### src/hw/byte_lane_ram.sv
`timescale 1ns/1ps
`default_nettype none

module byte_lane_ram #(
    parameter int ADDR_W = 10
) (
    input  wire               clk,
    input  wire               rst_n,
    input  wire  [ADDR_W-3:0] row,
    input  wire               we,
    input  wire  [7:0]        wdata,
    output logic [7:0]        rdata
);

    localparam int ROW_W = ADDR_W - 2;
    localparam int DEPTH = 2 ** ROW_W;

    //////////////////////////////
    // Storage
    //////////////////////////////

    logic [7:0] mem [0:DEPTH-1];

    // Write port
    always_ff @(posedge clk)
    begin
        if (we)
        begin
            mem[row] <= wdata;
        end
    end

    // Registered read, old data when the same row is written
    always_ff @(posedge clk)
    begin
        rdata <= mem[row];
    end

    //////////////////////////////
    // Checks
    //////////////////////////////

    // Unknown row or strobe would corrupt the array silently
    assert property (@(posedge clk) disable iff (!rst_n)
        !$isunknown({row, we}))
    else
        $error("byte_lane_ram: unknown row or write enable");

    // Data written must be known too
    assert property (@(posedge clk) disable iff (!rst_n)
        we |-> !$isunknown(wdata))
    else
        $error("byte_lane_ram: unknown write data at row %h", row);

endmodule

`default_nettype wire

### config.mk
export PLATFORM = sky130hd
export DESIGN_NAME = byte_lane_ram
export DESIGN_NICKNAME = d
export VERILOG_FILES = /design/src/hw/byte_lane_ram.sv
export SDC_FILE = /design/constraint.sdc
export NUM_CORES = 2
export LEC_CHECK = 0
export ABC_AREA = 1
export BUFFER_PORTS_ARGS = -buffer_cell sky130_fd_sc_hd__buf_2
export CELL_PAD_IN_SITES_DETAIL_PLACEMENT = 1
export CELL_PAD_IN_SITES_GLOBAL_PLACEMENT = 2
export CORE_UTILIZATION = 46
export CTS_CLUSTER_DIAMETER = 30
export DETAILED_ROUTE_END_ITERATION = 16
export HOLD_SLACK_MARGIN = 0.05
export PLACE_DENSITY = 0.82
export RECOVER_POWER = 50
export SYNTH_ARGS = -nofsm -noshare
export SYNTH_HDL_FRONTEND = slang
export SYNTH_SLANG_ARGS = --single-unit
### constraint.sdc
create_clock -name clk -period 3.6 [get_ports clk]
set_input_delay 0.72 -clock clk [delete_from_list [all_inputs] [get_ports clk]]
set_output_delay 0.72 -clock clk [all_outputs]
set_load 0.01 [all_outputs]
==> results.py <==
metrics = {
    "yosys": {
        "synth_top_family_by_area": "simple AND/OR/NAND/NOR gates",
        "synthCells": 8021,
        "yosysSeqAreaShare_pct": 72.7,
        "syn-cell-area_um2": 84900,
        "yosys.area_share.xor_xnor_pct": 0,
        "synth_fp_nets": 8040,
        "yosysWarnings": 0,
        "synth_seq_cells": 2056,
        "synthAdderAreaFrac_pct": 0,
        "yosys.area_share.simple_pct": 23.8,
        "synth_compound_area_share_pct": 1.13,
        "synth_cell_types": 18,
        "synthMuxAreaShare_pct": 0,
        "postSynthAreaPerCell_um2": 10.6,
    },
    "critical_path": {
        "crit_arrival_ps": 3670,
        "crit_buf_inv": 2,
        "r2r_slack_ps": 1360,
        "critPathLaunchType": "primary input",
        "path_cells": "clkbuf_2, clkbuf_2",
        "reg2reg_depth": 12,
        "endpoint_kind": "flop",
        "crit_top_cell": "clkbuf_2",
        "worstPathRequired_ps": 4140,
        "worst_path_max_delay_cell": "clkbuf_2",
        "critical-path-max-stage-delay_ps": 1630,
        "critPathTopFamily": "buffers and inverters",
        "critPathKind": "in2reg",
        "reg2reg_to": "rdata[6]$_DFF_P_",
        "crit_fanout": 70,
        "timing.rr.start": "mem[185][6]$_DFFE_PP_",
    },
    "floorplan": {
        "die_y_um": 432,
        "start_util_pct": 46.3,
        "die_w_um": 432,
        "coreArea_um2": 183000,
        "placementRows": 157,
        "fp.dieArea_um2": 186000,
        "io_pins": 27,
    },
    "cts": {
        "cts_tree": "built",
        "clkLatencyLatePin_ps": 1000,
        "cts.sinks": 2056,
        "cts_max_level": 5,
        "cts_setup_buffers": 0,
        "cts_buffers": 465,
        "path_clk_slew_ps": 40,
        "hold_buffers": 0,
        "cts_resized": 0,
        "root_buffer": "clkbuf_16",
        "cts_buffer_depth": 4,
    },
    "timing": {
        "drv_slew": 637,
        "worst_pin_slew_ps": 2920,
        "rsz0062_at_grt": "false",
        "setup_violations": 0,
        "relSlewSlack_pct": -94.5,
        "fin_crit_sh_pct": 86.8,
        "clock.fmax_mhz": 320,
        "hold_viol": 0,
        "final.setup.tns_ps": 0,
        "period_needed_ps": 3130,
        "skew_ps": 53.6,
    },
    "detailed_routing": {
        "drt-total-wl_mm": 269,
        "ant_nets": 0,
        "drc": 0,
        "wl_per_cell_um": 23.6,
        "vias": 60300,
        "drt_iter0_markers": 4585,
        "firstDrtPassIters": 5,
        "via_per_inst": 5.29,
    },
    "global_route": {
        "grt_most_used_layer": "met2",
        "use_met3_pct": 4.74,
        "grt_util_all_layers_pct": 29.0,
        "grtUsageMet1_pct": 37.2,
        "use_met2_pct": 48.6,
        "grt_overflow_total": 0,
        "antenna_found_initial": 8,
        "grt_pass1_wl_mm": 399,
        "grt_start_max_net_pins": 113,
        "grt_pass1_vias": 64300,
    },
    "finish": {
        "syn_to_final_growth_pct": 24.5,
        "layout.cells.non_filler": 11400,
        "drive_gt1_share_pct": 13.1,
        "nNetsFinal": 8564,
        "final_area_um2": 106000,
    },
    "power_and_ir_drop": {
        "power.density_nw_per_um2": 666,
        "seqPwrFrac_pct": 37.7,
        "p_clk_share_pct": 57.9,
        "combPwrFrac_pct": 4.4,
        "power_switching_share_pct": 21.8,
        "p_int_mw": 55.1,
        "p_leak_nw": 43.0,
        "ir_drop_v": 0.000582,
        "p_sw_mw": 15.3,
    },
    "min_path": {
        "min-delay-start": "row[7]",
        "whs_path_depth": 6,
        "hold_end": "rdata[2]$_DFF_P_",
        "min-delay-path-class": "in2reg",
    },
    "placement": {
        "dpl.hpwl_mm": 156,
        "place.gp.congestion": 0.840,
        "dpl-instance-area_um2": 90700,
        "io_buffer_count": 25,
        "dp_cells": 10500,
    },
    "job": {
        "maxCapViolCount": 8,
    },
    "run_status": {
        "status": "finished with violations",
        "violations": "capacitance limit, slew limit",
    },
}
## Yosys cell counts
cell type / number / area [um2]
nand2_1: 4770 / 17900
buf_1: 52 / 195
inv_1: 31 / 116
inv_2: 2 / 7.51
inv_4: 2 / 12.5
nand2_4: 1 / 11.3
buf_6: 7 / 78.8
dfxtp_1: 8 / 160
buf_4: 6 / 45.0
clkbuf_1: 170 / 638
buf_2: 182 / 911
nor2_1: 361 / 1360
o21ai_0: 41 / 205
a21oi_1: 32 / 160
o21ai_1: 119 / 596
nand3_1: 188 / 941
edfxtp_1: 2048 / 61500
nor2_8: 1 / 20.0
## final cells by class
class                      instances  area (um2)
inverter                          35         165
clock inverter                   295        3090
antenna                            4        10.0
timing repair buffer             474        4280
fill                           19000       77500
sequential                      2056       61700
clock buffer                     546       12100
multi-input combinational       5513       21300
tap                             2464        3080
## worst register-to-register path, stage by stage (launching register included)
cell,delay [ps]
edfxtp_1,380
nand2_1,80
nand2_1,60
nand2_1,50
nand3_1,70
nand2_1,70
nand2_1,90
o21ai_0,340
nand2_1,270
nor2_1,210
nor2_1,110
nor2_1,260
nand2_1,90
## logic make-up (layout without fill, tap and decap cells)
family	count (synthesis)	in the layout
buffers and inverters	452	1350
AND/OR/NAND/NOR	5321	5321
other	0	4
AO/OA/AOI/OAI	192	192
flip-flops	2056	2056
## power groups by stage
| stage | Clock [mW] | Combinational (mW) | Sequential (mW) |
|---|---|---|---|
| floorplan | 0 | 1.50 | 26.9 |
| global placement | 0 | 3.02 | 26.9 |
| detailed placement | 0 | 3.09 | 26.9 |
| CTS | 41.2 | 3.15 | 26.5 |
| global route | 42.2 | 3.38 | 26.5 |
| finish | 40.7 | 3.12 | 26.5 |
## how the worst max path moves through the flow
stage          slack [ps]               endpoint  startpoint  cells after the start
2_1_floorplan        1040  mem[234][0]$_DFFE_PP_      row[1]                     10
3_3_place_gp          -40   mem[10][6]$_DFFE_PP_      row[1]                     10
3_5_place_dp          -70   mem[10][4]$_DFFE_PP_      row[1]                     10
4_1_cts               980   mem[10][0]$_DFFE_PP_      row[1]                     10
5_1_grt               450  mem[193][4]$_DFFE_PP_    wdata[4]                      2
6_report              470  mem[167][4]$_DFFE_PP_    wdata[4]                      2
## layout by cell type (no fill, tap or decap)
cell type,netlist,routed
nor2_8,1,1
inv_2,2,1
clkinv_2,0,85
buf_8,0,2
inv_4,2,2
nand2_1,4770,4755
clkbuf_1,170,93
clkinv_4,0,22
nand3_1,188,188
clkbuf_16,0,471
diode_2,0,4
buf_12,0,68
o21ai_0,41,41
inv_16,0,1
inv_1,31,29
nor2_1,361,356
inv_6,0,10
clkbuf_2,0,16
clkinvlp_4,0,38
nand2_2,0,15
dfxtp_1,8,8
nand2_4,1,1
o21ai_1,119,119
a21oi_1,32,32
bufinv_16,0,60
clkinv_1,0,81
edfxtp_1,2048,2048
inv_8,0,1
buf_4,6,356
nor2_4,0,5
buf_2,182,14
## per-stage QoR
stage / hold WS (ps) / util [%] / total power [mW] / setup WS (ps)
3_5_place_dp: 897 / 49.5 / 30.0 / -67.7
2_1_floorplan: 788 / - / 28.4 / 1040
3_3_place_gp: 887 / 49.5 / 30.0 / -36.4
5_1_grt: 376 / 57.7 / 72.1 / 452
6_report: 357 / 57.7 / 70.4 / 475
4_1_cts: 212 / 57.8 / 70.8 / 981
## metal layers
metal | share of wire (%) | wire length (um)
met1 | 41 | 112000
met2 | 49 | 132000
met3 | 5.6 | 15000
met4 | 3.9 | 10600
met5 | 0.0048 | 13
## registers in the layout, summed over array words and instances, names as in the netlist
name   cells
mem     2048
rdata      8
Power figures use the tool's default switching activity.
