## src/hw/dmem_pkg.sv

```systemverilog
`default_nettype none

package dmem_pkg;

    //////////////////////////////
    // Word geometry
    //////////////////////////////

    // Byte lanes per 32-bit word
    localparam int LANES = 4;

    //////////////////////////////
    // Access size
    //////////////////////////////

    // Bytes accessed is the code plus one
    typedef enum logic [1:0] {
        SIZE_BYTE   = 2'd0,
        SIZE_HALF   = 2'd1,
        SIZE_TRIPLE = 2'd2,
        SIZE_WORD   = 2'd3
    } mem_size_e;

    //////////////////////////////
    // Data word
    //////////////////////////////

    // Whole word for ports and extension, byte view for lane rotation
    typedef union packed {
        logic [31:0]               word;
        logic [LANES-1:0][7:0]     lanes;
    } mem_word_u;

endpackage

`default_nettype wire

```

## src/hw/lane_steer.sv

```systemverilog
`timescale 1ns/1ps
`default_nettype none

module lane_steer #(
    parameter int ADDR_W = 10
) (
    input  wire                                   clk,
    input  wire                                   rst_n,
    input  wire  [ADDR_W-1:0]                     addr,
    input  wire  dmem_pkg::mem_size_e             size,
    input  wire                                   wr_en,
    input  wire  dmem_pkg::mem_word_u             wr_data,
    output logic [dmem_pkg::LANES-1:0][ADDR_W-3:0] lane_row,
    output logic [dmem_pkg::LANES-1:0]            lane_we,
    output logic [dmem_pkg::LANES-1:0][7:0]       lane_wdata
);

    localparam int ROW_W = ADDR_W - 2;

    logic [1:0]                          offset;
    logic [ROW_W-1:0]                    base_row;
    logic [ROW_W-1:0]                    next_row;
    logic [dmem_pkg::LANES-1:0][1:0]     byte_idx;
    logic [ADDR_W:0]                     last_byte;

    //////////////////////////////
    // Address split
    //////////////////////////////

    assign offset   = addr[1:0];
    assign base_row = addr[ADDR_W-1:2];

    // Row for lanes below the offset, which the access wraps into
    assign next_row = base_row + ROW_W'(1);

    // Address of the last byte touched, with one carry bit
    assign last_byte = {1'b0, addr} + {{(ADDR_W-1){1'b0}}, size};

    //////////////////////////////
    // Per-lane steering
    //////////////////////////////

    always_comb
    begin
        for (int j = 0; j < dmem_pkg::LANES; j++)
        begin
            // Which byte of the value lands in this lane
            byte_idx[j] = 2'(j) - offset;

            // Lanes left of the start offset belong to the following row
            if (2'(j) < offset)
            begin
                lane_row[j] = next_row;
            end
            else
            begin
                lane_row[j] = base_row;
            end

            // Only bytes inside the access size are written
            lane_we[j]    = wr_en && (byte_idx[j] <= size);
            lane_wdata[j] = wr_data.lanes[byte_idx[j]];
        end
    end

    //////////////////////////////
    // Checks
    //////////////////////////////

    // A store must stay inside the memory, no wrap to address zero
    assert property (@(posedge clk) disable iff (!rst_n)
        wr_en |-> !last_byte[ADDR_W])
    else
        $error("lane_steer: store at %h size %0d runs past end of memory", addr, size);

endmodule

`default_nettype wire

```

## config.mk

```make
export PLATFORM = sky130hd
export DESIGN_NAME = lane_steer
export DESIGN_NICKNAME = d
export VERILOG_FILES = /design/src/hw/dmem_pkg.sv /design/src/hw/lane_steer.sv
export SDC_FILE = /design/constraint.sdc
export NUM_CORES = 1
export LEC_CHECK = 0
export ABC_AREA = 1
export BUFFER_PORTS_ARGS = -buffer_cell sky130_fd_sc_hd__buf_2
export CORE_MARGIN = 5
export CORE_UTILIZATION = 35
export DETAILED_ROUTE_END_ITERATION = 10
export MAX_ROUTING_LAYER = met4
export PLACE_DENSITY = 0.81
export SYNTH_ARGS = -nofsm -noshare
export SYNTH_HDL_FRONTEND = slang
export SYNTH_SLANG_ARGS = --single-unit
```

## constraint.sdc

```tcl
create_clock -name vclk -period 1.8
set_input_delay 0.09 -clock vclk [all_inputs]
set_output_delay 0.09 -clock vclk [all_outputs]
set_load 0.05 [all_outputs]
```

==> results.ini, run 1 <==
[synth]
ys_seq_area_frac=0
synth.distinct_cells=17
postSynthCellCount=286
syn_nets=342
syn-cell-area_mm2=0.00137
yosys_warnings=0
postSynthAreaPerCell_um2=4.78

[cells_and_area]
area_growth_pct=43.4
clock_buffers=0
flops_and_latches=0
layout_common_cells=buf_2, nand2_1, o21ai_1
final_nets=441
drive_gt1_frac=0.342
multiInputGateArea_mm2=0.00114
final-seq-area_um2=0
nFillCells=408
layout_commonest_cell=buf_2
diodes=0
stdcell_area_mm2=0.00196

[placement]
pre_cts_ws_ps=237
port_buffers=113
gp_congestion=0.868
hpwl_mm=4.15
dpl-instance-area_mm2=0.00196

[sta]
tightest_slew_ps=446
worst_slack_ps=246
hold_viol_final=0
holdWs_ps=506
finalMaxSlewViolations=0
fin_crit_ps=1550
slew_headroom=0.700
finalSetupViolCount=0
period_share=0.864
fin_setup_tns_ps=0
max_freq_ghz=0.643
rsz0062_at_grt=no

[global_route]
use_met2=0.317
grt_overflow_total=0
grt_pass1_wl_mm=7.80
grt_use_total=0.179
met3_usage=0.00831
grt_busiest_layer=met2
grt_pass1_vias=1816
antenna_found_initial=0
grt_max_degree=34
grt_use_met1=0.235

[floorplan]
die_h_um=72.5
coreArea_mm2=0.00372
start_util=0.368
ios=115
die_w_um=72.5
fp.dieArea_mm2=0.00525
rows=22

[run]
max_cap_viol_count=0

[detailed_routing]
routed_wl_mm=4.90
drtIter0Drc=101
dr_total_vias=2070
drc=0
firstDrtPassIters=5
wl_per_cell_um=11.4
ant_nets=0
avgViaCountPerCell=4.80

[status]
outcome=finished, final reports clean

[critical_path]
cp.required_ps=1710
cp.arrival_ps=1460
crit_path_end_kind=output pin
start_kind=input port
timing_worst_setup_path_type=in -> out
critical_path_peak_fanout=3

[pwr]
ir_drop_mv=0.313
p_leak_nw=1.19
power.density_mw_per_mm2=579

[hold_path]
min_path_type=in -> out
hold_depth=2
min_from=addr[3]
whs_endpoint=lane_row[25]

[clock_tree]
cts_resized=0
cts_setup_buffers=0
holdBufCountCts=0

## synth_stat cells (all sizes together)
cell type,number,area share
nand2,111,0.30
o21ai,75,0.27
inv,34,0.093
buf,22,0.097
nand3,14,0.051
ha,9,0.082
o21bai,5,0.027
a21oi,4,0.015
clkbuf,3,0.0092
nor2,3,0.0082
xor2,3,0.019
xnor2,2,0.013
nand4,1,0.0046
## worst max path at each step
stage                        from      endpoint  slack, ps  depth (start not counted)
after floorplan           addr[1]    lane_we[2]       -310                         10
after global placement    addr[0]    lane_we[2]        280                          9
after detailed placement  addr[0]    lane_we[2]        240                          9
after CTS                 addr[0]    lane_we[2]        230                          9
after global routing      addr[1]  lane_row[18]        140                          6
final                     addr[0]    lane_we[2]        250                          9
## power breakdown
group / switching [W] / leakage (nW) / internal [W]
registers: 0 / 0 / 0
clock network: 0 / 0 / 0
logic: 0.000865 / 1.19 / 0.000270
total: 0.000865 / 1.19 / 0.000270
## through the flow
step / utilization / cells / power (W)
final: 0.527 / 431 / 0.00113
after global routing: 0.527 / 431 / 0.00121
after CTS: 0.527 / 431 / 0.00114
after detailed placement: 0.527 / 431 / 0.00114
after global placement: 0.527 / 431 / 0.00113
after floorplan: - / 286 / 0.000880
## logic make-up after synthesis
logic type / share of synthesized area
simple gates: 0.369
xor+xnor: 0.0321
fa+ha+maj: 0.0824
compound gates: 0.317
buf+inv: 0.200
## critical path, stage by stage
cell and delay, ps:
buf_2 110, inv_2 40, ha_1 320, inv_1 70, ha_1 300, inv_1 40
o21bai_1 210, a21oi_4 70, buf_2 210
## cell type report
| cell class | instances | area share |
|---|---|---|
| inverter | 34 | 0.0651 |
| multi-input combinational | 227 | 0.581 |
| tap | 48 | 0.0307 |
| timing repair buffer | 122 | 0.323 |
## layer usage
layer / vias up / routed length, um
met3: 2 / 396
met5: - / 0
li1: 1114 / -
met1: 874 / 2180
met2: 80 / 2310
met4: 0 / 16
Note: power is estimated with default switching activity, not from simulation.
==> inputs of run 2 (changes only) <==
Settings changed: PLACE_DENSITY 0.81 to 0.77.
Clock period 1.8 ns to 1.35 ns, I/O delays scaled along.
==> run 2 against run 1 <==
Combinational power up 42%; first-iteration DRC count decreased by 45%; global-route usage up 0.12 points; count of clock-buffer cells in the layout is the same; core utilization up 4.9 points; via count is 1.8% higher; critical path depth did not move; die area stayed put; sequential share of layout area did not move; routed wire length is 2.4% higher; worst setup slack got worse by 190 ps; design area up 9.4%.
==> results.ini, run 2 (synthesis results as in run 1) <==
[critical_path]
timing_worst_setup_path_type=in -> out
path_delay_family=adder cells
cp.arrival_ps=1230  ; -230 ps
critical_path_peak_fanout=3  ; unchanged
start_kind=input port
cp.required_ps=1280  ; -430 ps
crit_path_top_delay_cell=ha_4
slowest_delay_ps=280  ; -40 ps
crit_chain=buf_4, inv_4, ha_4, inv_4, ha_4, inv_1, o21bai_2, a21oi_4, buf_6
timing.critical_path.buf_inv=5  ; unchanged
crit_path_end_kind=output pin

[sta]
finalSetupViolCount=0  ; unchanged
period_share=0.957
rsz0062_at_grt=no
max_freq_ghz=0.774
finalMaxSlewViolations=0  ; unchanged
slew_headroom=0.753  ; +0.0528
fin_crit_ps=1290
hold_viol_final=0  ; unchanged
tightest_slew_ps=367  ; -78.3 ps

[detailed_routing]
drc=0  ; unchanged
drtIter0Drc=56  ; -45%
ant_nets=0  ; unchanged
firstDrtPassIters=4  ; -1
wl_per_cell_um=11.4  ; +0.54%
avgViaCountPerCell=4.80  ; about the same
dr_total_vias=2108  ; +1.8%
routed_wl_mm=5.02  ; +2.4%

[cells_and_area]
fin_util=0.577  ; +0.0495
diodes=0  ; unchanged
clock_buffers=0  ; unchanged
layout_common_cells=nand2_1, buf_2, o21ai_1
final_nets=449  ; +1.8%
final-seq-area_um2=0  ; unchanged
flops_and_latches=0  ; unchanged
area_growth_pct=56.9
final_cell_count_no_fill=439  ; +1.9%
drive_gt1_frac=0.381  ; +0.0390
layout_commonest_cell=nand2_1

[floorplan]
die_h_um=72.5  ; unchanged
fp.dieArea_mm2=0.00525  ; unchanged
ios=115  ; unchanged
coreArea_mm2=0.00372  ; unchanged
rows=22  ; unchanged
start_util=0.368  ; unchanged
die_w_um=72.5  ; unchanged

[hold_path]
min_path_type=in -> out
hold_depth=2  ; unchanged
whs_endpoint=lane_row[28]
min_from=addr[6]

[pwr]
p_leak_nw=1.25  ; +5.4%
power.density_mw_per_mm2=750  ; +30%
ir_drop_mv=0.427  ; +37%

[global_route]
antenna_found_initial=0  ; unchanged
grt_pass1_vias=1796  ; -1.1%
grt_max_degree=33  ; -2.9%
grt_use_total=0.180  ; +0.00117
grt_overflow_total=0  ; unchanged
grt_pass1_wl_mm=7.76  ; -0.45%

[placement]
gp_congestion=0.808  ; -6.9%
port_buffers=113  ; unchanged
dpl.cell_count=439  ; +1.9%
hpwl_mm=4.36  ; +5.1%

[clock_tree]
cts_setup_buffers=0  ; unchanged

[status]
outcome=finished, final reports clean

[run]
max_cap_viol_count=0  ; unchanged

## run 2: worst max path at each step
stage            start             to  slack (ps)  cells past startpoint
2_1_floorplan  addr[1]  lane_wdata[4]        -270                      6
3_3_place_gp   addr[1]     lane_we[0]         -10                      8
3_5_place_dp   addr[1]     lane_we[0]         -50                      8
4_1_cts        addr[1]     lane_we[2]           4                      9
5_1_grt        addr[1]   lane_row[18]           1                      8
6_report       addr[1]     lane_we[2]          60                      9
## run 2: routing by layer
metal  share of wire  GRT usage  up-vias
met5               0          -        -
met4          0.0058     0.0164        0
met3           0.077    0.00277        4
met2            0.48      0.320       78
met1            0.44      0.238      901
li1                -          -     1125
## run 2: cell type report
| cell class | instances | area (um^2) |
|---|---|---|
| fill | 394 | 1570 |
| multi-input combinational | 227 | 1200 |
| timing repair buffer | 130 | 747 |
| inverter | 34 | 133 |
| tap | 48 | 60.1 |
## run 2: power by group
group / total, W / internal (W) / leakage (nW) / switching [W]
combinational: 0.00161 / 0.000425 / 1.25 / 0.00118
sequential: 0 / 0 / 0 / 0
clock: 0 / 0 / 0 / 0
total: 0.00161 / 0.000425 / 1.25 / 0.00118
## run 2: timing repair
action,4_1_cts,5_1_grt
setup endpoints to repair,3,14
hold endpoints to repair,0,0
hold buffers,0,0
pin swaps,0,3
gates resized for setup,4,18
## run 2: metrics by stage
| step | setup slack [ps] | hold slack, ps | power, W | instance area (um^2) | TNS, ps |
|---|---|---|---|---|---|
| floorplan | -272 | 302 | 0.00122 | 1490 | -3450 |
| global placement | -11.5 | 460 | 0.00156 | 2090 | -11.5 |
| detailed placement | -47.6 | 462 | 0.00158 | 2090 | -84.8 |
| CTS | 4.04 | 463 | 0.00159 | 2100 | 0 |
| global route | 1.17 | 470 | 0.00171 | 2140 | 0 |
| finish | 57.4 | 466 | 0.00161 | 2140 | 0 |
