File: src/hw/dmem_pkg.sv
`default_nettype none

package dmem_pkg;

    //////////////////////////////
    // Word geometry
    //////////////////////////////

    // Byte lanes per 32-bit word
    localparam int LANES = 4;

    //////////////////////////////
    // Access size
    //////////////////////////////

    // Bytes accessed is the code plus one
    typedef enum logic [1:0] {
        SIZE_BYTE   = 2'd0,
        SIZE_HALF   = 2'd1,
        SIZE_TRIPLE = 2'd2,
        SIZE_WORD   = 2'd3
    } mem_size_e;

    //////////////////////////////
    // Data word
    //////////////////////////////

    // Whole word for ports and extension, byte view for lane rotation
    typedef union packed {
        logic [31:0]               word;
        logic [LANES-1:0][7:0]     lanes;
    } mem_word_u;

endpackage

`default_nettype wire

File: src/hw/load_align.sv
`timescale 1ns/1ps
`default_nettype none

module load_align #(
    parameter int ADDR_W = 10
) (
    input  wire                             clk,
    input  wire                             rst_n,
    input  wire                             rd_en,
    input  wire  [ADDR_W-1:0]               addr,
    input  wire  dmem_pkg::mem_size_e       size,
    input  wire                             sign,
    input  wire  [dmem_pkg::LANES-1:0][7:0] lane_rdata,
    output dmem_pkg::mem_word_u             rd_data,
    output logic                            rd_valid
);

    logic [1:0]               offset_q;
    dmem_pkg::mem_size_e      size_q;
    logic                     sign_q;
    dmem_pkg::mem_word_u      rot;
    logic                     fill_bit;

    //////////////////////////////
    // Request register
    //////////////////////////////

    always_ff @(posedge clk)
    begin
        if (!rst_n)
        begin
            rd_valid <= 1'b0;
        end
        else
        begin
            rd_valid <= rd_en;
        end
    end

    // Captured with the lane read so they line up with lane_rdata
    always_ff @(posedge clk)
    begin
        offset_q <= addr[1:0];
        size_q   <= size;
        sign_q   <= sign;
    end

    //////////////////////////////
    // Rotate and extend
    //////////////////////////////

    // Byte at the access address becomes byte 0
    always_comb
    begin
        for (int k = 0; k < dmem_pkg::LANES; k++)
        begin
            rot.lanes[k] = lane_rdata[2'(k) + offset_q];
        end
    end

    // Top bit of the highest accessed byte, bit 7, 15, 23 or 31
    assign fill_bit = sign_q & rot.word[{size_q, 3'b111}];

    always_comb
    begin
        for (int k = 0; k < dmem_pkg::LANES; k++)
        begin
            if (2'(k) <= size_q)
            begin
                rd_data.lanes[k] = rot.lanes[k];
            end
            else
            begin
                rd_data.lanes[k] = {8{fill_bit}};
            end
        end
    end

    //////////////////////////////
    // Checks
    //////////////////////////////

    // Unsigned narrow loads leave nothing above the accessed bytes
    assert property (@(posedge clk) disable iff (!rst_n)
        (rd_valid && !sign_q && size_q != dmem_pkg::SIZE_WORD)
            |-> ((rd_data.word >> (8 * (int'(size_q) + 1))) == 32'h0))
    else
        $error("load_align: unsigned load %h has nonzero upper bytes", rd_data.word);

endmodule

`default_nettype wire

File: config.mk
export PLATFORM = sky130hd
export DESIGN_NAME = load_align
export DESIGN_NICKNAME = d
export VERILOG_FILES = /design/src/hw/dmem_pkg.sv /design/src/hw/load_align.sv
export SDC_FILE = /design/constraint.sdc
export NUM_CORES = 1
export LEC_CHECK = 0
export BUFFER_PORTS_ARGS = -buffer_cell sky130_fd_sc_hd__buf_2
export CORE_ASPECT_RATIO = 1.75
export CORE_MARGIN = 2
export CORE_UTILIZATION = 48
export DETAILED_ROUTE_END_ITERATION = 12
export PLACE_DENSITY = 0.95
export SETUP_SLACK_MARGIN = 0.02
export SLEW_MARGIN = 20
export SYNTH_ARGS = -nofsm -noshare
export SYNTH_HDL_FRONTEND = slang
export SYNTH_SLANG_ARGS = --single-unit
File: constraint.sdc
create_clock -name clk -period 3.7 [get_ports clk]
set_input_delay 0.37 -clock clk [delete_from_list [all_inputs] [get_ports clk]]
set_output_delay 0.37 -clock clk [all_outputs]
set_load 0.05 [all_outputs]
==> results of run 1 <==
-- worst max-delay path, stage by stage, from the launching register on --
cell,delay (ns)
dfxtp_2,0.59
buf_4,0.38
or4bb_1,0.54
nand4_2,0.20
o311ai_4,0.18
nand2_1,0.10
buf_2,0.27
-- routing by layer --
layer / global-route usage, % / vias to the layer above / routed length, µm
met2: 40.6 / 74 / 2020
met3: 1.68 / 8 / 216
li1: - / 632 / -
met1: 24.4 / 672 / 1280
met5: 0 / - / 0
met4: 11.1 / 0 / 57
-- per-stage QoR --
step           hold slack, ns  std cells  setup WS (ns)  utilization [%]
2_1_floorplan           0.398        127           1.56                -
3_3_place_gp            0.473        215           1.11             62.2
3_5_place_dp            0.474        215           1.05             62.2
4_1_cts                 0.246        218          0.815             63.7
5_1_grt                 0.242        218          0.691             63.7
6_report                0.251        218          0.840             63.7
-- flip-flops by register name, summed over array words and instances (netlist names) --
name,count
offset_q,2
size_q,2
rd_valid,1
sign_q,1
-- worst paths after layout --
kind | startpoint | endpoint | slack (ns) | cells after the start
hold / removal | size[1] | size_q[1] | 0.25 | 1
setup / recovery | offset_q[1] | rd_data[15] | 0.84 | 6
-- layout by cell type (no fill, tap or decap), drive strengths merged --
| master | n |
|---|---|
| buf | 74 |
| nand2 | 40 |
| mux4 | 28 |
| nand3 | 9 |
| mux2i | 6 |
| dfxtp | 6 |
| clkbuf | 3 |
| nand3b | 2 |
| and2 | 2 |
| o311ai | 2 |
| nand4 | 2 |
| xnor2 | 1 |
| nor3 | 1 |
| o22ai | 1 |
| or4b | 1 |
| or4bb | 1 |
| nand4b | 1 |
| and2b | 1 |
| o31ai | 1 |
| nor4b | 1 |
| inv | 1 |
| mux2 | 1 |
| and4 | 1 |
| or2 | 1 |
| nand2b | 1 |
| o31a | 1 |
| a31o | 1 |
| or2b | 1 |
-- cell usage after synthesis, types with 2 or more instances --
| master | instances | area share [%] |
|---|---|---|
| buf_4 | 3 | 1.6 |
| nand3_1 | 9 | 3.3 |
| mux4_2 | 28 | 46 |
| buf_6 | 4 | 3.3 |
| nand3b_1 | 2 | 1.1 |
| mux2i_1 | 5 | 3.6 |
| buf_2 | 4 | 1.5 |
| o311ai_4 | 2 | 3.8 |
| dfxtp_1 | 6 | 8.7 |
| nand2_1 | 39 | 11 |
| and2_1 | 2 | 0.91 |
-- logic make-up (layout without fill, tap and decap cells) --
group,Yosys count,after routing,synth area share [%]
buf+inv,14,78,7.19
xor+xnor,1,1,0.637
flops,6,6,8.74
mux,35,35,51.3
simple gates,65,65,24.6
compound gates,6,6,7.55
-- report_power, final --
part / switching [mW] / total, mW / leakage (nW) / internal [mW]
Sequential: 0.0147 / 0.0836 / 0.0505 / 0.0689
Clock: 0.0246 / 0.0942 / 0.0216 / 0.0696
Combinational: 0.227 / 0.343 / 0.764 / 0.116
-- final cells by class --
| cell class | instances | area, µm² | share of cell area [%] |
|---|---|---|---|
| Multi-Input combinational cell | 107 | 1160 | 66.7 |
| Tap cell | 27 | 33.8 | 1.95 |
| Timing Repair Buffer | 74 | 375 | 21.7 |
| Inverter | 1 | 3.75 | 0.217 |
| Sequential cell | 6 | 123 | 7.08 |
| Clock buffer | 3 | 41.3 | 2.38 |
==> reports/summary.txt, run 1 <==
Async SR Flop Fraction: 0%
Mapped Cells: 127
vias in the first global route: 1357
Iteration-0 DRC Markers: 17
FILL cells: 222
first-pass GRT wire length: 5650 µm
Nets: 241
RSZ-0062 raised after global routing: no
max_cap viols: 0
Min-Delay Path Class: input port to flip-flop
slew margin rel.: 56.9%
Tmin final: 2.86 ns
leakage power: 0.836 nW
share of cells above drive strength 1: 61.8%
grt ovf: 0
fin crit share: 77.3%
Seq/Total Area, Yosys: 8.74%
PnR Total Power: 0.521 mW
CTS resizes: 0
post-route cell area: 0.00173 mm²
syn_nets: 175
RD Place Congestion: 0.864
Tot GR Track Use: 22.0%
Syn Std Cell Area: 0.00138 mm²
flops & latches, synth: 6
CP startpoint kind: flip-flop
Worst Path Required: 3.33 ns
Max FO, Critical Path: 22
Horiz. Die Dim: 44.5 µm
warnings from Yosys: 0
ys flop type: dfxtp_1
# hold bufs at CTS: 0
setup tns final: 0 ns
die area: 0.00333 mm²
Worst VDD drop: 259 µV
critical path arrival: 2.49 ns
IO buf count: 72
total clock sinks: 6
Avg WL per Cell: 16.4 µm
Max Fclk: 350 MHz
Final Max Slew Viols: 0
via count: 1386
Placeable Area: 0.00272 mm²
DRC: 0
slew at the pin closest to its max-slew limit: 0.645 ns
Die Y: 74.8 µm
placed cell area: 0.00169 mm²
largest net degree at the start of global routing: 25
final hold viol count: 0
CTS tree: done
Routed WL: 3570 µm
CTS max path bufs: 2
initial core utilization: 50.5%
final setup violation count: 0
IO Pins: 81
CP endpoint kind: primary output
Clock transition at path regs: 0.03 ns
TritonRoute pass-1 iters: 4
antenna violations before repair: 0
FP Rows: 25
Diodes inserted: 0
library cells used by synthesis: 34
CTS buffer count: 3
Avg Cell Area, Syn: 10.8 µm²
Root Driver: clkbuf_8
Post-synth EDFFs: 0
kind of critical path: flip-flop to primary output
DRT antenna net count: 0
Post-DP HPWL: 2890 µm
run status: completed
detailed-route vias per instance: 6.36
power density over the cells: 301 mW/mm²
Post-CTS Setup Bufs: 0
CTS H-tree lvls: 1
Layout area overhead: 26.0%
Note: power is estimated with default switching activity, not from simulation.
==> run 2, diff against run 1 <==
- CORE_UTILIZATION: 48 -> 44
- PLACE_DENSITY: 0.95 -> 0.93
- clock period: 3.7 -> 2.8 ns (I/O delays scaled with it)
==> reports/summary.txt, run 2 (same netlist as run 1, synthesis figures left out) <==
Iteration-0 DRC Markers: 26 (+9)
largest net degree at the start of global routing: 24 (-4.0%)
critical path arrival: 2.23 ns (-0.26 ns)
Worst VDD drop: 361 µV (+39%)
IO buf count: 72 (unchanged)
max_cap viols: 0 (unchanged)
DRC: 0 (unchanged)
FP Rows: 26 (+4.0%)
share of cells above drive strength 1: 62.0% (+0.20 points)
wire length on met3: 257 µm (+19%)
Hold Path Depth: 1 (unchanged)
first-pass GRT wire length: 5270 µm (-6.7%)
setup tns final: 0 ns (unchanged)
RD Place Congestion: 0.783 (-9.4%)
commonest non-fill, non-tap cell in the layout: buf_2
power density over the cells: 390 mW/mm² (+30%)
initial core utilization: 46.4% (-4.1 points)
Tmin final: 2.51 ns
leakage power: 0.840 nW (+0.57%)
grt ovf: 0 (unchanged)
via count: 1343 (-3.1%)
biggest regs: offset_q x2, size_q x2
final setup violation count: 0 (unchanged)
Clock transition at path regs: 0.03 ns (about the same)
die area: 0.00361 mm² (+8.4%)
routed wl met2: 1890 µm (-6.4%)
Post-DP HPWL: 2720 µm (-5.9%)
slew at the pin closest to its max-slew limit: 0.557 ns (-0.0884 ns)
Worst Path Required: 2.52 ns (-0.81 ns)
post-route cell area: 0.00176 mm² (+1.5%)
run status: completed
CTS resizes: 0 (unchanged)
Max FO, Critical Path: 23 (+4.5%)
Nets: 242 (+0.41%)
TritonRoute pass-1 iters: 4 (unchanged)
met1 WL: 1210 µm (-5.2%)
CP startpoint kind: flip-flop
Die Y: 78.0 µm (+4.2%)
Max Used Layer: met4
Layout area overhead: 27.9%
antenna violations before repair: 0 (unchanged)
Post-CTS Setup Bufs: 0 (unchanged)
CTS max path bufs: 2 (unchanged)
hold_sp: size[1]
Max Fclk: 398 MHz
detailed-route vias per instance: 5.74 (-9.7%)
# hold bufs at CTS: 0 (unchanged)
CP endpoint kind: primary output
kind of critical path: flip-flop to primary output
RSZ-0062 raised after global routing: no
Final Max Slew Viols: 0 (unchanged)
placed cell area: 0.00172 mm² (+1.6%)
commonest cells after routing, fill and taps aside: 72 x buf_2, 39 x nand2_1, 28 x mux4_2, 9 x nand3_1, 5 x mux2i_1
hold_ws: 0.162 ns (-0.0885 ns)
Avg WL per Cell: 14.5 µm (-11%)
vias in the first global route: 1251 (-7.8%)
Diodes inserted: 0 (unchanged)
final hold viol count: 0 (unchanged)
CP startpoint: offset_q[0]
IO Pins: 81 (unchanged)
Min-Delay Path Class: input port to flip-flop
total clock sinks: 6 (unchanged)
Horiz. Die Dim: 46.3 µm (+4.0%)
CTS H-tree lvls: 1 (unchanged)
Root Driver: clkbuf_8
Routed WL: 3390 µm (-5.0%)
CTS buffer count: 3 (unchanged)
slew margin rel.: 62.9% (+5.9 points)
Tot GR Track Use: 18.9% (-3.2 points)
CTS tree: done
Placeable Area: 0.00296 mm² (+8.8%)
fin crit share: 89.8%
DRT antenna net count: 0 (unchanged)
run 2: cell types whose count changed in the layout (fill, tap and decap cells not counted), sizes merged:
cell  delta
buf      +1
run 2: power by group:
group / internal, mW / switching, mW / total (mW)
sequential: 0.0911 / 0.0152 / 0.106
combinational: 0.154 / 0.301 / 0.455
clock: 0.0919 / 0.0318 / 0.124
run 2: layout make-up:
| cell class | instances | area [µm²] |
|---|---|---|
| fill | 249 | 1200 |
| multi-input combinational | 107 | 1160 |
| timing repair buffer | 75 | 383 |
| sequential | 6 | 123 |
| tap | 42 | 52.6 |
| clock buffer | 3 | 41.3 |
| inverter | 1 | 3.75 |
run 2: critical path, cell delays in order, from the launching register on:
cell and delay [ns]:
dfxtp_2 0.67, mux2_1 0.39, and4_4 0.20, o311ai_4 0.37
nand3b_1 0.15, buf_2 0.23
run 2: per-layer routing:
| metal | vias to the layer above | GRT usage [%] |
|---|---|---|
| met4 | 0 | 4.29 |
| met5 | - | 0 |
| li1 | 634 | - |
| met3 | 4 | 1.86 |
| met2 | 76 | 35.4 |
| met1 | 629 | 21.2 |
run 2: final timing paths:
| check | to |
|---|---|
| setup / recovery | rd_data[31] |
| hold / removal | size_q[1] |
run 2: stage by stage:
step           cells  worst slack, ns  utilization, %  total power [mW]
3_3_place_gp     231            0.562            58.0             0.556
4_1_cts          234            0.289            59.4             0.690
5_1_grt          234            0.146            59.4             0.722
3_5_place_dp     231            0.527            58.0             0.563
2_1_floorplan    127            0.750               -             0.462
6_report         234            0.285            59.4             0.685
==> run 3, diff against run 2 <==
- REMOVE_ABC_BUFFERS: default -> 1
==> reports/summary.txt, run 3 (same netlist as run 1, synthesis figures left out) <==
run status: completed
biggest regs: offset_q x2, size_q x2
GR Util met3: 1.63% (-0.23 points)
Worst VDD drop: 279 µV (-23%)
Max FO, Critical Path: 14 (-39%)
grt ovf: 0 (unchanged)
FP Rows: 26 (unchanged)
Tmin final: 2.43 ns (-0.0841 ns)
RD Place Congestion: 0.800 (+2.2%)
CTS max path bufs: 2 (unchanged)
Clock transition at path regs: 0.04 ns (about the same)
power density over the cells: 391 mW/mm² (+0.41%)
# hold bufs at CTS: 0 (unchanged)
Post-DP HPWL: 2870 µm (+5.5%)
max_cap viols: 0 (unchanged)
share of cells above drive strength 1: 62.2% (+0.20 points)
IO Pins: 81 (unchanged)
Worst Path Required: 2.52 ns (about the same)
post-route cell area: 0.00177 mm² (+0.43%)
CP endpoint kind: primary output
final setup violation count: 0 (unchanged)
slew at the pin closest to its max-slew limit: 0.516 ns (-0.0404 ns)
CP startpoint kind: flip-flop
Final Max Slew Viols: 0 (unchanged)
vias in the first global route: 1322 (+5.7%)
Min-Delay Path Class: input port to flip-flop
Routed WL: 3580 µm (+5.5%)
Avg WL per Cell: 15.2 µm (+5.1%)
Iteration-0 DRC Markers: 29 (+12%)
FILL cells: 272 (+9.2%)
CTS buffer count: 3 (unchanged)
Horiz. Die Dim: 46.3 µm (unchanged)
detailed-route vias per instance: 5.63 (-2.0%)
buffers and inverters on the worst path: 2 (+1)
GR Layer Usage met2: 38.6% (+3.2 points)
final hold viol count: 0 (unchanged)
Global Route met1 Usage: 25.5% (+4.3 points)
Critical Path Max Stage Delay: 0.51 ns (-0.16 ns)
Root Driver: clkbuf_8
placed cell area: 0.00173 mm² (+0.44%)
Nets: 243 (+0.41%)
hold_ws: 0.160 ns (-0.00256 ns)
total clock sinks: 6 (unchanged)
CP cell instances: buf_4, xnor2_1, nor3_4, o311ai_4, nand2_1, buf_2
commonest non-fill, non-tap cell in the layout: buf_2
setup tns final: 0 ns (unchanged)
CTS tree: done
CTS resizes: 0 (unchanged)
IO buf count: 72 (unchanged)
via count: 1322 (-1.6%)
Tot GR Track Use: 21.6% (+2.7 points)
first-pass GRT wire length: 5820 µm (+10%)
leakage power: 0.845 nW (+0.57%)
kind of critical path: flip-flop to primary output
most used routing layer: met2
slowest stage cell, crit path: o311ai_4
DRT antenna net count: 0 (unchanged)
Layout area overhead: 28.5%
TritonRoute pass-1 iters: 4 (unchanged)
Placeable Area: 0.00296 mm² (unchanged)
register area: 123 µm² (unchanged)
Max Fclk: 411 MHz (+3.5%)
antenna violations before repair: 0 (unchanged)
Diodes inserted: 0 (unchanged)
slew margin rel.: 65.1% (+2.2 points)
multi-input logic area: 0.00116 mm² (unchanged)
largest net degree at the start of global routing: 31 (+29%)
Die Y: 78.0 µm (unchanged)
CTS H-tree lvls: 1 (unchanged)
die area: 0.00361 mm² (unchanged)
Post-CTS Setup Bufs: 0 (unchanged)
family with the most delay on the worst path: buffers and inverters
utilization after layout: 59.7% (+0.25 points)
commonest cells after routing, fill and taps aside: 72 x buf_2, 39 x nand2_1, 28 x mux4_2, 9 x nand3_1, 5 x mux2i_1
RSZ-0062 raised after global routing: no
critical path arrival: 2.15 ns (-0.08 ns)
fin crit share: 86.8% (-3.0 points)
DRC: 0 (unchanged)
initial core utilization: 46.4% (unchanged)
[run 3: cell count changes in the layout (fill, tap and decap cells not counted)]
cell | previous run | this run
buf_4 | 3 | 4
[run 3: power breakdown]
part / switching [mW] / internal [mW]
clock network: 0.0344 / 0.0921
registers: 0.0104 / 0.0911
logic: 0.308 / 0.155
[run 3: layout make-up]
class | count | share of cell area (%)
well taps | 42 | 2.97
repair buffers | 76 | 22.1
flip-flops and latches | 6 | 6.94
inverters | 1 | 0.212
clock buffers | 3 | 2.34
multi-input cells | 107 | 65.4
[run 3: per-stage QoR]
| stage | setup WS (ns) | total power, mW | cells |
|---|---|---|---|
| CTS | 0.394 | 0.696 | 235 |
| global route | 0.221 | 0.727 | 235 |
| global placement | 0.668 | 0.559 | 232 |
| finish | 0.369 | 0.691 | 235 |
| floorplan | -0.219 | 0.451 | 114 |
| detailed placement | 0.631 | 0.567 | 232 |
[run 3: final timing paths]
| path | startpoint | end | slack [ns] | cells past startpoint |
|---|---|---|---|---|
| worst max-delay path | offset_q[0] | rd_data[9] | 0.37 | 6 |
| worst min-delay path | size[0] | size_q[0] | 0.16 | 1 |
[run 3: layer usage]
| metal | routed length [µm] | part of all wire [%] |
|---|---|---|
| met1 | 1360 | 38 |
| met2 | 2060 | 58 |
| met3 | 126 | 3.5 |
| met4 | 34 | 0.95 |
| met5 | 0 | 0 |
